## src/oflow_pkg.sv

```systemverilog
// optical-flow history search, shared definitions
// widths, the line type and the ring slot helper
package oflow_pkg;

	// --------------------
	// frame numbering
	localparam int FRAME_NUM_WIDTH = 8;  // frame serial number, wraps at 256
	localparam int HIST_SLOTS      = 5;  // ring of stored frames
	localparam int HIST_WIDTH      = 3;  // num_of_history_frames, 0 to 4 legal
	localparam int SLOT_WIDTH      = 3;  // slot index 0..4

	// --------------------
	// line storage
	localparam int OFFSET_WIDTH    = 4;  // up to 16 lines per frame
	localparam int ADDR_WIDTH      = 7;  // slot * 16 + offset
	localparam int BUF_DEPTH       = HIST_SLOTS << OFFSET_WIDTH;  // 80 lines

	// --------------------
	// pixels and sad
	localparam int PIXEL_WIDTH     = 8;
	localparam int LINE_PIXELS     = 4;
	localparam int PIX_IDX_WIDTH   = 2;  // walks the pixels of one line
	localparam int SAD_WIDTH       = 10; // 4 * 255 fits

	// one line, pixel 0 in the low byte
	typedef logic [LINE_PIXELS-1:0][PIXEL_WIDTH-1:0] line_t;

	// ring slot of a frame, frame number mod HIST_SLOTS
	function automatic logic [SLOT_WIDTH-1:0] slot_of(
		input logic [FRAME_NUM_WIDTH-1:0] frame
	);
		return SLOT_WIDTH'(frame % HIST_SLOTS);
	endfunction

endpackage

```

## src/oflow_frame_writer.sv

```systemverilog
// frame writer
// puts each incoming line into the ring slot of the current frame
// and remembers the last offset written in every slot
module oflow_frame_writer (
	input  logic                                clk,
	input  logic                                reset_N,
	input  logic [oflow_pkg::FRAME_NUM_WIDTH-1:0] frame_num,  // current frame
	input  logic                                wr_valid,
	input  logic                                wr_last,    // with final line of frame
	input  oflow_pkg::line_t                    wr_line,
	output logic                                wr_en,
	output logic [oflow_pkg::ADDR_WIDTH-1:0]    wr_addr,
	output oflow_pkg::line_t                    wr_data,
	output logic [oflow_pkg::OFFSET_WIDTH-1:0]  end_pointers [oflow_pkg::HIST_SLOTS]
);
	import oflow_pkg::*;

	logic [OFFSET_WIDTH-1:0] line_cnt;  // offset of the next line in this frame
	logic [SLOT_WIDTH-1:0]   wr_slot;

	assign wr_slot = slot_of(frame_num);

	// --------------------
	// line counter
	always_ff @(posedge clk or negedge reset_N) begin
		if (!reset_N) begin
			line_cnt <= '0;
		end else if (wr_valid) begin
			if (wr_last)
				line_cnt <= '0;  // next frame starts at offset 0
			else
				line_cnt <= line_cnt + 1'b1;
		end
	end

	// --------------------
	// end pointers, one per slot
	always_ff @(posedge clk or negedge reset_N) begin
		if (!reset_N) begin
			for (int i = 0; i < HIST_SLOTS; i++)
				end_pointers[i] <= '0;
		end else if (wr_valid && wr_last) begin
			end_pointers[wr_slot] <= line_cnt;  // last offset, not a count
		end
	end

	// write port, memory takes it on this edge
	assign wr_en   = wr_valid;
	assign wr_addr = {wr_slot, line_cnt};  // slot * 16 + offset
	assign wr_data = wr_line;

endmodule

```

## src/oflow_fsm_read.sv

```systemverilog
// history read FSM
// walks frame_num-1 back to frame_num-N, and inside each frame
// every stored line up to its end pointer, one line in flight
module oflow_fsm_read (
	input  logic                                 clk,
	input  logic                                 reset_N,
	input  logic [oflow_pkg::FRAME_NUM_WIDTH-1:0] frame_num,
	input  logic [oflow_pkg::HIST_WIDTH-1:0]     num_of_history_frames,
	input  logic [oflow_pkg::OFFSET_WIDTH-1:0]   end_pointers [oflow_pkg::HIST_SLOTS],
	input  logic                                 start_read,   // ignored when busy
	input  logic                                 line_done,    // from sad stage
	output logic                                 rd_en,
	output logic [oflow_pkg::ADDR_WIDTH-1:0]     rd_addr,
	output logic [oflow_pkg::FRAME_NUM_WIDTH-1:0] cand_frame,
	output logic [oflow_pkg::OFFSET_WIDTH-1:0]   cand_offset,
	output logic                                 search_start,
	output logic                                 done_read
);
	import oflow_pkg::*;

	typedef enum logic [1:0] {
		ST_IDLE,
		ST_FRAME,   // pick next history frame or finish
		ST_ISSUE,   // one rd_en
		ST_WAIT     // line in flight
	} state_t;

	state_t                   state;
	state_t                   next_state;
	logic [HIST_WIDTH-1:0]    hist_cnt;     // frames already searched
	logic [OFFSET_WIDTH-1:0]  offset_cnt;
	logic [FRAME_NUM_WIDTH-1:0] rd_frame;   // frame being walked
	logic [SLOT_WIDTH-1:0]    rd_slot;
	logic                     more_frames;
	logic                     last_line;

	assign rd_slot     = slot_of(rd_frame);
	assign more_frames = hist_cnt < num_of_history_frames;
	assign last_line   = offset_cnt == end_pointers[rd_slot];

	// --------------------
	// state register
	always_ff @(posedge clk or negedge reset_N) begin
		if (!reset_N)
			state <= ST_IDLE;
		else
			state <= next_state;
	end

	always_comb begin
		next_state = state;
		case (state)
			ST_IDLE:  if (start_read) next_state = ST_FRAME;
			ST_FRAME: next_state = more_frames ? ST_ISSUE : ST_IDLE;
			ST_ISSUE: next_state = ST_WAIT;
			ST_WAIT: begin
				if (line_done)
					next_state = last_line ? ST_FRAME : ST_ISSUE;  // next rd_en right away
			end
			default:  next_state = ST_IDLE;
		endcase
	end

	// --------------------
	// counters
	always_ff @(posedge clk or negedge reset_N) begin
		if (!reset_N) begin
			hist_cnt   <= '0;
			offset_cnt <= '0;
		end else begin
			if (state == ST_IDLE)
				hist_cnt <= '0;
			else if (state == ST_WAIT && line_done && last_line)
				hist_cnt <= hist_cnt + 1'b1;  // frame finished

			if (state == ST_FRAME)
				offset_cnt <= '0;
			else if (state == ST_WAIT && line_done && !last_line)
				offset_cnt <= offset_cnt + 1'b1;
		end
	end

	// frame to read, held through the offset walk
	always_ff @(posedge clk) begin
		if (state == ST_FRAME && more_frames)
			rd_frame <= frame_num - FRAME_NUM_WIDTH'(hist_cnt) - FRAME_NUM_WIDTH'(1);
	end

	// candidate tag travels alongside the read
	always_ff @(posedge clk) begin
		if (rd_en) begin
			cand_frame  <= rd_frame;
			cand_offset <= offset_cnt;
		end
	end

	assign rd_en        = state == ST_ISSUE;
	assign rd_addr      = {rd_slot, offset_cnt};
	assign search_start = (state == ST_IDLE) && start_read;
	assign done_read    = (state == ST_FRAME) && !more_frames;  // also N == 0

endmodule

```

## src/oflow_history_buffer.sv

```systemverilog
// history buffer
// line memory for five frame slots of sixteen lines each
// one write port, one registered read port
module oflow_history_buffer (
	input  logic                             clk,
	input  logic                             reset_N,
	input  logic                             wr_en,
	input  logic [oflow_pkg::ADDR_WIDTH-1:0] wr_addr,
	input  oflow_pkg::line_t                 wr_data,
	input  logic                             rd_en,
	input  logic [oflow_pkg::ADDR_WIDTH-1:0] rd_addr,
	output oflow_pkg::line_t                 rd_data,   // one cycle after rd_en
	output logic                             rd_valid
);
	import oflow_pkg::*;

	line_t mem [BUF_DEPTH];

	// --------------------
	// memory array
	always_ff @(posedge clk) begin
		if (wr_en)
			mem[wr_addr] <= wr_data;
		if (rd_en)
			rd_data <= mem[rd_addr];  // old data on same-address collision
	end

	// valid follows rd_en by one cycle
	always_ff @(posedge clk or negedge reset_N) begin
		if (!reset_N)
			rd_valid <= 1'b0;
		else
			rd_valid <= rd_en;
	end

endmodule

```

## src/oflow_history_top.sv

```systemverilog
// optical-flow history search, top level
// frame writer, history buffer, read FSM and SAD stage
module oflow_history_top (
	input  logic                                 clk,
	input  logic                                 reset_N,
	input  logic [oflow_pkg::FRAME_NUM_WIDTH-1:0] frame_num,
	input  logic                                 wr_valid,
	input  oflow_pkg::line_t                     wr_line,
	input  logic                                 wr_last,
	input  logic [oflow_pkg::HIST_WIDTH-1:0]     num_of_history_frames,
	input  oflow_pkg::line_t                     ref_line,
	input  logic                                 start_read,
	output logic                                 result_valid,
	output logic [oflow_pkg::FRAME_NUM_WIDTH-1:0] best_frame,
	output logic [oflow_pkg::OFFSET_WIDTH-1:0]   best_offset,
	output logic [oflow_pkg::SAD_WIDTH-1:0]      best_sad
);
	import oflow_pkg::*;

	// --------------------
	// writer side
	logic                   wr_en;
	logic [ADDR_WIDTH-1:0]  wr_addr;
	line_t                  wr_data;
	logic [OFFSET_WIDTH-1:0] end_pointers [HIST_SLOTS];

	// read side
	logic                   rd_en;
	logic [ADDR_WIDTH-1:0]  rd_addr;
	line_t                  rd_data;
	logic                   rd_valid;
	logic [FRAME_NUM_WIDTH-1:0] cand_frame;
	logic [OFFSET_WIDTH-1:0] cand_offset;
	logic                   search_start;
	logic                   done_read;
	logic                   line_done;   // paces the read FSM

	oflow_frame_writer u_writer (
		.clk          (clk),
		.reset_N      (reset_N),
		.frame_num    (frame_num),
		.wr_valid     (wr_valid),
		.wr_last      (wr_last),
		.wr_line      (wr_line),
		.wr_en        (wr_en),
		.wr_addr      (wr_addr),
		.wr_data      (wr_data),
		.end_pointers (end_pointers)
	);

	oflow_history_buffer u_buffer (
		.clk      (clk),
		.reset_N  (reset_N),
		.wr_en    (wr_en),
		.wr_addr  (wr_addr),
		.wr_data  (wr_data),
		.rd_en    (rd_en),
		.rd_addr  (rd_addr),
		.rd_data  (rd_data),
		.rd_valid (rd_valid)
	);

	oflow_fsm_read u_fsm_read (
		.clk                   (clk),
		.reset_N               (reset_N),
		.frame_num             (frame_num),
		.num_of_history_frames (num_of_history_frames),
		.end_pointers          (end_pointers),
		.start_read            (start_read),
		.line_done             (line_done),
		.rd_en                 (rd_en),
		.rd_addr               (rd_addr),
		.cand_frame            (cand_frame),
		.cand_offset           (cand_offset),
		.search_start          (search_start),
		.done_read             (done_read)
	);

	oflow_line_sad u_line_sad (
		.clk          (clk),
		.reset_N      (reset_N),
		.ref_line     (ref_line),
		.rd_data      (rd_data),
		.rd_valid     (rd_valid),
		.cand_frame   (cand_frame),
		.cand_offset  (cand_offset),
		.search_start (search_start),
		.done_read    (done_read),
		.line_done    (line_done),
		.result_valid (result_valid),
		.best_frame   (best_frame),
		.best_offset  (best_offset),
		.best_sad     (best_sad)
	);

endmodule

```

## src/oflow_line_sad.sv

```systemverilog
// line SAD stage
// sums |cand - ref| one pixel per cycle, then compares against
// the running best; publishes the best on done_read
module oflow_line_sad (
	input  logic                                 clk,
	input  logic                                 reset_N,
	input  oflow_pkg::line_t                     ref_line,
	input  oflow_pkg::line_t                     rd_data,
	input  logic                                 rd_valid,
	input  logic [oflow_pkg::FRAME_NUM_WIDTH-1:0] cand_frame,
	input  logic [oflow_pkg::OFFSET_WIDTH-1:0]   cand_offset,
	input  logic                                 search_start,
	input  logic                                 done_read,
	output logic                                 line_done,
	output logic                                 result_valid,
	output logic [oflow_pkg::FRAME_NUM_WIDTH-1:0] best_frame,
	output logic [oflow_pkg::OFFSET_WIDTH-1:0]   best_offset,
	output logic [oflow_pkg::SAD_WIDTH-1:0]      best_sad
);
	import oflow_pkg::*;

	line_t                      cand_line;   // captured candidate
	logic [PIX_IDX_WIDTH-1:0]   pix_idx;
	logic                       acc_busy;
	logic [SAD_WIDTH-1:0]       acc;
	logic [PIXEL_WIDTH-1:0]     pix_a;
	logic [PIXEL_WIDTH-1:0]     pix_b;
	logic [PIXEL_WIDTH-1:0]     abs_diff;
	logic [SAD_WIDTH-1:0]       run_sad;     // running best of this search
	logic [FRAME_NUM_WIDTH-1:0] run_frame;
	logic [OFFSET_WIDTH-1:0]    run_offset;

	// --------------------
	// per-pixel difference
	always_comb begin
		pix_a    = cand_line[pix_idx];
		pix_b    = ref_line[pix_idx];
		abs_diff = (pix_a > pix_b) ? pix_a - pix_b : pix_b - pix_a;
	end

	always_ff @(posedge clk) begin
		if (rd_valid)
			cand_line <= rd_data;
	end

	// accumulate over LINE_PIXELS cycles, then one compare cycle
	always_ff @(posedge clk or negedge reset_N) begin
		if (!reset_N) begin
			acc_busy  <= 1'b0;
			pix_idx   <= '0;
			acc       <= '0;
			line_done <= 1'b0;
		end else begin
			line_done <= 1'b0;
			if (rd_valid) begin
				acc_busy <= 1'b1;
				pix_idx  <= '0;
				acc      <= '0;
			end else if (acc_busy) begin
				acc     <= acc + SAD_WIDTH'(abs_diff);
				pix_idx <= pix_idx + 1'b1;
				if (pix_idx == PIX_IDX_WIDTH'(LINE_PIXELS - 1)) begin
					acc_busy  <= 1'b0;
					line_done <= 1'b1;  // compare cycle
				end
			end
		end
	end

	// --------------------
	// running best, strict less keeps the earliest
	always_ff @(posedge clk or negedge reset_N) begin
		if (!reset_N) begin
			run_sad    <= '0;
			run_frame  <= '0;
			run_offset <= '0;
		end else if (search_start) begin
			run_sad    <= '1;  // 3FF, nothing seen yet
			run_frame  <= '0;
			run_offset <= '0;
		end else if (line_done && acc < run_sad) begin
			run_sad    <= acc;
			run_frame  <= cand_frame;
			run_offset <= cand_offset;
		end
	end

	// result registers
	always_ff @(posedge clk or negedge reset_N) begin
		if (!reset_N) begin
			result_valid <= 1'b0;
			best_frame   <= '0;
			best_offset  <= '0;
			best_sad     <= '0;
		end else begin
			result_valid <= done_read;
			if (done_read) begin
				best_frame  <= run_frame;
				best_offset <= run_offset;
				best_sad    <= run_sad;
			end
		end
	end

endmodule

```

## config.mk

```make
export PLATFORM = sky130hd
export DESIGN_NAME = oflow_history_top
export DESIGN_NICKNAME = d
export VERILOG_FILES = /design/src/oflow_pkg.sv /design/src/oflow_frame_writer.sv /design/src/oflow_fsm_read.sv /design/src/oflow_history_buffer.sv /design/src/oflow_history_top.sv /design/src/oflow_line_sad.sv
export SDC_FILE = /design/constraint.sdc
export NUM_CORES = 2
export LEC_CHECK = 0
export ABC_AREA = 1
export ABC_CLOCK_PERIOD_IN_PS = 7200
export BUFFER_PORTS_ARGS = -buffer_cell sky130_fd_sc_hd__buf_4
export CAP_MARGIN = 10
export CORE_ASPECT_RATIO = 0.8
export CORE_UTILIZATION = 50
export DETAILED_ROUTE_END_ITERATION = 7
export PLACE_DENSITY = 0.65
export SLEW_MARGIN = 20
export SYNTH_ARGS = -nofsm -noshare
export SYNTH_HDL_FRONTEND = slang
export SYNTH_SLANG_ARGS = --single-unit
export TNS_END_PERCENT = 50
```

## constraint.sdc

```tcl
create_clock -name clk -period 7.2 [get_ports clk]
set_input_delay 0.36 -clock clk [delete_from_list [all_inputs] [get_ports clk]]
set_output_delay 0.36 -clock clk [all_outputs]
set_load 0.05 [all_outputs]
```

; After elaboration in Yosys (flattened, before gate mapping)
; Memory sizes are Yosys's and may differ from the RTL's. A register that Yosys moved wholly into a read port is not among the register bits.
; Cells that the tools add are included.
[word_totals]
wordCells = 112
out_inout_bits = 23
memories = 1
ff_bits = 145
ramBits = 2560
inputBits = 80
[classes]
eq_ne = 7
magnitude_cmp = 7
div = 2
muxes = 39
add_sub_neg = 9
bitwise = 2
n_reduce_logical = 17
[memory_table]
columns = memory, depth, width, read_ports, rd_clocked_by_memory_dff, write_ports, line_no
row1 = u_buffer.mem, 80, 32, 1, 1, 1, oflow_history_buffer.sv:17  ; line_t mem [BUF_DEPTH];
[ops]
columns = operator, n
row1 = $mod 8x3->32 const B, 2
row2 = $mux 10, 4
row3 = $mux 8, 5
row4 = $bmux 8 s2, 2
row5 = $mux 4, 8
row6 = $bwmux 20, 1
row7 = $sub 8x8->8, 2
row8 = $bmux 4 s3, 1
row9 = $demux 4 s3, 1
row10 = $mux 2, 6
row11 = $add 10x8->10, 1
row12 = $lt 10x10->1, 1
row13 = $logic_and 1x1->1, 9
row14 = $add 4x1->4 const B, 2
row15 = $ge 4x4->1 const B, 2
row16 = $gt 8x8->1, 1
row17 = $mux 1, 8
row18 = $not 3->4, 2
row19 = $pmux 2 s4, 1
row20 = $reduce_bool 2->1, 4
row21 = $sub 8x1->8 const B, 1
row22 = $sub 8x3->8, 1
row23 = $eq 2x2->1 const B, 3
row24 = $mux 3, 2
row25 = other kinds (12), 13

; Longest topological paths before layout
[depth]
word_depth = 10
ltp_mapped = 46

; Modules after synthesis
; From an unflattened synthesis, not the netlist that was laid out.
[unflattened]
hier_cells = 9674
area_unflattened_um2 = 114143.2
[by_module_without_submodules]
columns = mod, instances, area_per_inst_um2, seq_area_each_um2, cells_each
row1 = oflow_history_buffer, 1, 103369.1, 77859.7, 8226
row2 = oflow_line_sad, 1, 5310.1, 2437.3, 656
row3 = oflow_fsm_read, 1, 2891.5, 825.8, 428
row4 = oflow_frame_writer, 1, 2572.5, 600.6, 364

; Worst setup path after synthesis
; OpenSTA, ideal clock, no wires.
[synth_path]
path_kind = input to register
from = input frame_num[5] (netlist bit)
to = memory u_buffer.mem[70][0] (netlist bit), enable pin
path_buffers = 0
setup_slack_ns = 0.878
t_arrival_ns = 5.901
stages = 35
cell_sequence = inv_2 > nand2_4 > ha_1 > o21ai_0 > o21ai_2 > o21ai_2 > nand2_2 > nor2_2 > nor2_2 > nor2_2 > nand2_2 > xor2_2 > nand2_1 > nand2_2 > inv_2 > nor2_4 > nand2_1 > nand2_2 > inv_2 > ha_1 > o21ai_2 > nand2_2 > nor2_4 > nand2_4 > xor2_1 > inv_1 > ha_1 > inv_1 > a21oi_2 > nand4_2 > nand2_1 > nand2_2 > nor2_4 > nand2_4 > nor2_1
[synth_via]
elab_chain_cells = 1
[synth_rtl]
columns = element, line_no
row1 = start: declaration, oflow_history_top.sv:6  ; input logic [oflow_pkg::FRAME_NUM_WIDTH-1:0] frame_num,
row2 = $mod 8x3->32, oflow_pkg.sv:32  ; return SLOT_WIDTH'(frame % HIST_SLOTS);
row3 = end: declaration, oflow_history_buffer.sv:17
; No other way between the ends.

; Final worst setup path
[layout_path]
from = register u_fsm_read.rd_frame[6]
to = register u_buffer.rd_data[27] (netlist bit) (read register of u_buffer.mem), data pin
[layout_via]
elab_chain_cells = 1
[layout_rtl]
columns = element, line_no
row1 = start: declaration, oflow_fsm_read.sv:32  ; logic [FRAME_NUM_WIDTH-1:0] rd_frame;
row2 = start signal: assignment, oflow_fsm_read.sv:86  ; rd_frame <= frame_num - FRAME_NUM_WIDTH'(hist_cnt) - FRAME_NUM_WIDTH'(1);
row3 = $mod 8x3->32, oflow_pkg.sv:32
row4 = end: declaration, oflow_history_buffer.sv:12  ; output oflow_pkg::line_t rd_data,
; No other way between the ends.
; A chain may end at the register's enable or synchronous reset.

==> summary.md <==
| Metric | Value |
|---|---|
| Tmin final | 6560 ps |
| Largest net degree at the start of global routing | 185 |
| Critical Path AT | 7140 ps |
| Starting Density | 0.505 |
| First-pass GRT wire length | 485 mm |
| Port Buffers | 102 |
| Syn_nets | 8623 |
| Final hold vios | 0 |
| Drt pass-1 iters | 6 |
| Register area share after synthesis | 0.743 |
| Max_cap viols | 0 |
| Crit path launch | u_fsm_read.rd_frame[6] |
| Routed len/inst | about 29 um |
| Synth Cell Area | 110000 um2 |
| Total Routing Usage GR | 0.300 |
| Antenna violations before repair | 29 |
| Sink count of the clock tree | 2737 |
| Metal-1 WL | 137 mm |
| Placeable core area | 218000 um2 |
| CP Capture Type | flop |
| Global route total overflow | 0 |
| Status | finished clean |
| Post-synth EDFFs | 2644 |
| Filler cell count | ~17k |
| DR top layer | met5 |
| Htree depth | 5 |
| Cts repair resizes | 0 |
| Slew Viols, Final | 0 |
| Slew @ Worst Pin | 1260 ps |
| Fin nets | approximately 8.7k |
| Setup bufs post-CTS | 0 |
| RSZ-0062 raised after global routing | no |
| Die area | 222000 um2 |
| Setup violators final | 0 |
| Async set-reset flop share out of synthesis | 0.0340 |
| DP Area | approximately 120000 um2 |
| Worst path max stage delay | around 650 ps |
| Peak supply drop | 220 uV |
| Xor/xnor share of the synthesized area | 0.00254 |
| Fin cells | 11.6k |
| Die W | ~530 um |
| Adder-Cell Fraction of Synth Area | 0.00653 |
| Setup Skew | 54.5 ps |
| Hpwl dp | 203 mm |
| Syn_area_per_cell | 13.0 um2 |
| Design area | 124000 um2 |
| Vias in the first global route | 67.3k |
| Main combinational cell family by area after synthesis | compound AO/OA/AOI/OAI gates |
| Setup TNS | 0 ps |
| CTS buffer count | 273 |
| Final Worst Setup Slack | 639 ps |
| Synth Area in Simple Gates | 0.0837 |
| Period Utilization, post-route | 0.911 |
| DRC Markers | 0 |
| Final GP Congestion | 0.942 |
| Post-synth cell types | 64 |
| Reg-to-Reg Start | u_fsm_read.rd_frame[6] |
| Top cell by count, worst path | nand2_1 |
| Vias per cell | 6.36 |
| HP Class | in2async |
| Fmax | 0.152 GHz |
| Post-Route WL | roughly 340 mm |
| Share of cells above drive strength 1 | 0.105 |
| Slew HR | 0.153 |
| Clk buf depth | 4 |
| CTS tree | yes |
| Post-Synthesis Cells | 8488 |
| Synth Warn # | 0 |
| Routed vias | between 70k and 80k |
| Initial DRC count | 12.5k |
| Detail Route Antenna Nets | 0 |
| Synth-to-Final Area Change | 13.0% |
| Root Driver | clkbuf_16 |
| Primary FF master, synth | edfxtp_1 |
| Critical path class | reg2reg |
| Chip height | 421 um |
| CP startpoint kind | flop |
| Dpl ws | 533 ps |
| Cell Pwr Density | 266 nW/um2 |
| Compound-Gate Fraction of Synth Area | 0.136 |
| Top Ports | 103 |
| Reg clk slew, reported paths | 60 ps |
| Worst-path fanout max | 55 |
| FF+latch count, synth | 2737 |
| LEAKAGE | 41.2 nW |
| Row cnt | 153 |
| Routed wire length on met2 | 147 mm |
| Clk_lat worst skew | 860 ps |
| Mux share of post-synthesis cell area | 0.00129 |
| Met3 routed WL | 44.2 mm |
| Hold_ws | 27.7 ps |
| Slowest cell on the critical path | nand2_4 |
| CP required | 7780 ps |
| Placed insts | 11.1k |
-- sequential cells by signal, indices dropped and copies added, names as in the netlist --
signal                   cells
u_fsm_read.cand_frame        8
u_line_sad.acc              10
u_writer.end_pointers       20
u_fsm_read.cand_offset       4
u_buffer.mem              2560
u_line_sad.run_offset        4
u_buffer.rd_valid            1
u_line_sad.line_done         1
u_fsm_read.rd_frame          8
u_line_sad.result_valid      1
u_fsm_read.hist_cnt          3
u_line_sad.run_sad          10
u_line_sad.best_frame        8
u_line_sad.acc_busy          1
u_line_sad.best_offset       4
u_buffer.rd_data            32
u_fsm_read.offset_cnt        4
u_fsm_read.state             2
u_line_sad.run_frame         8
u_line_sad.pix_idx           2
u_writer.line_cnt            4
u_line_sad.cand_line        32
u_line_sad.best_sad         10
-- power breakdown --
| part | leakage (nW) | internal, mW | switching (mW) |
|---|---|---|---|
| registers | 24.9 | 17.6 | 0.0798 |
| logic | 12.2 | 0.276 | 1.08 |
| clock network | 4.18 | 7.95 | 6.02 |
-- layout by cell type, fill, tap and decap left out, types with 146 or more instances in the layout --
cell	n
buf_4	260
clkbuf_16	283
edfxtp_1	2644
inv_1	160
nand2_1	392
nand3_1	146
nor2_1	1545
o21ai_0	1631
o221ai_1	229
o22ai_1	500
-- metal layers --
layer | vias up | track usage
met2 | 4575 | 0.434
met5 | - | 0
met4 | 6 | 0.0929
met3 | 562 | 0.0762
met1 | 36800 | 0.446
li1 | 31900 | -
-- cells by family (layout without fill, tap and decap cells) --
| group | Yosys count | after routing |
|---|---|---|
| compound gates | 2590 | 2590 |
| xor+xnor | 31 | 31 |
| fa+ha+maj | 55 | 55 |
| buf+inv | 775 | 1023 |
| flops | 2737 | 2737 |
| mux | 14 | 14 |
| other cells | 0 | 7 |
| simple gates | 2286 | 2286 |
-- synthesized netlist by cell type, types with 4 or more instances --
master	n	area, um2
nand2_2	37	231
nand3_2	4	40.0
o311ai_1	6	52.6
nand3b_1	7	52.6
o211ai_1	39	293
a31oi_1	24	150
nand2_1	398	1490
a32oi_1	14	123
o21ai_2	5	43.8
o221ai_1	229	2010
o32ai_1	8	70.1
o311ai_0	8	70.1
dfrtp_1	93	2330
inv_2	18	67.6
buf_2	19	95.1
clkinv_1	6	22.5
fa_1	4	80.1
clkbuf_1	551	2070
nor2_4	13	146
nor2_1	1626	6100
edfxtp_1	2644	79400
a311oi_1	8	70.1
nand2_4	6	67.6
mux2i_1	13	130
o31ai_1	4	30.0
xor2_1	27	236
o22ai_1	501	3130
o221a_2	9	101
nor3_1	6	30.0
a22oi_1	10	75.1
o21ai_0	1637	8190
buf_1	14	52.6
nor2_2	9	56.3
o21ai_1	14	70.1
nand3_1	146	731
a21oi_1	60	300
nand4_1	21	131
ha_1	51	638
inv_1	162	608
-- per-stage QoR --
stage | utilization | total power [mW]
2_1_floorplan | - | 18.6
3_3_place_gp | 0.530 | 19.4
3_5_place_dp | 0.530 | 19.4
4_1_cts | 0.570 | 33.1
5_1_grt | 0.570 | 33.8
6_report | 0.570 | 33.0
-- path summary, 6_finish.rpt --
kind | endpoint | slack [ps] | depth (start not counted)
worst max-delay path | u_buffer.rd_data[27] | 640 | 33
worst min-delay path | u_line_sad.acc[6] | 30 | 2
worst max register to register | u_buffer.rd_data[27] | 640 | 33
worst min register to register | u_line_sad.cand_line[3] | 410 | 0
max in group asynchronous | u_fsm_read.offset_cnt[0] | 5860 | 3
min in group clk | u_buffer.mem[41][24] | 30 | 1
-- area by class of cell --
type	count	area, um2	share of cell area
multi-input cells	4976	25900	0.209
inverters	186	726	0.00584
clock inverters	149	1330	0.0107
flip-flops and latches	2737	81700	0.658
well taps	2867	3590	0.0289
diodes	7	17.5	0.000141
clock buffers	330	7260	0.0584
repair buffers	358	3680	0.0296
-- worst max-delay path, delay by kind of cell (launching register included) --
kind,cells,cell delay (ps)
and+or+nand+nor,21,3290
AOI/OAI and AO/OA,4,980
adders and majority gates,3,720
DFF,1,500
buffers and inverters,4,410
xor gates and xnor gates,1,330
-- timing repair --
action | CTS | global route
endpoints found under the setup margin | 0 | 0
hold endpoints to repair | 250 | 0
hold buffers | 23 | 0
Power figures use the tool's default switching activity.
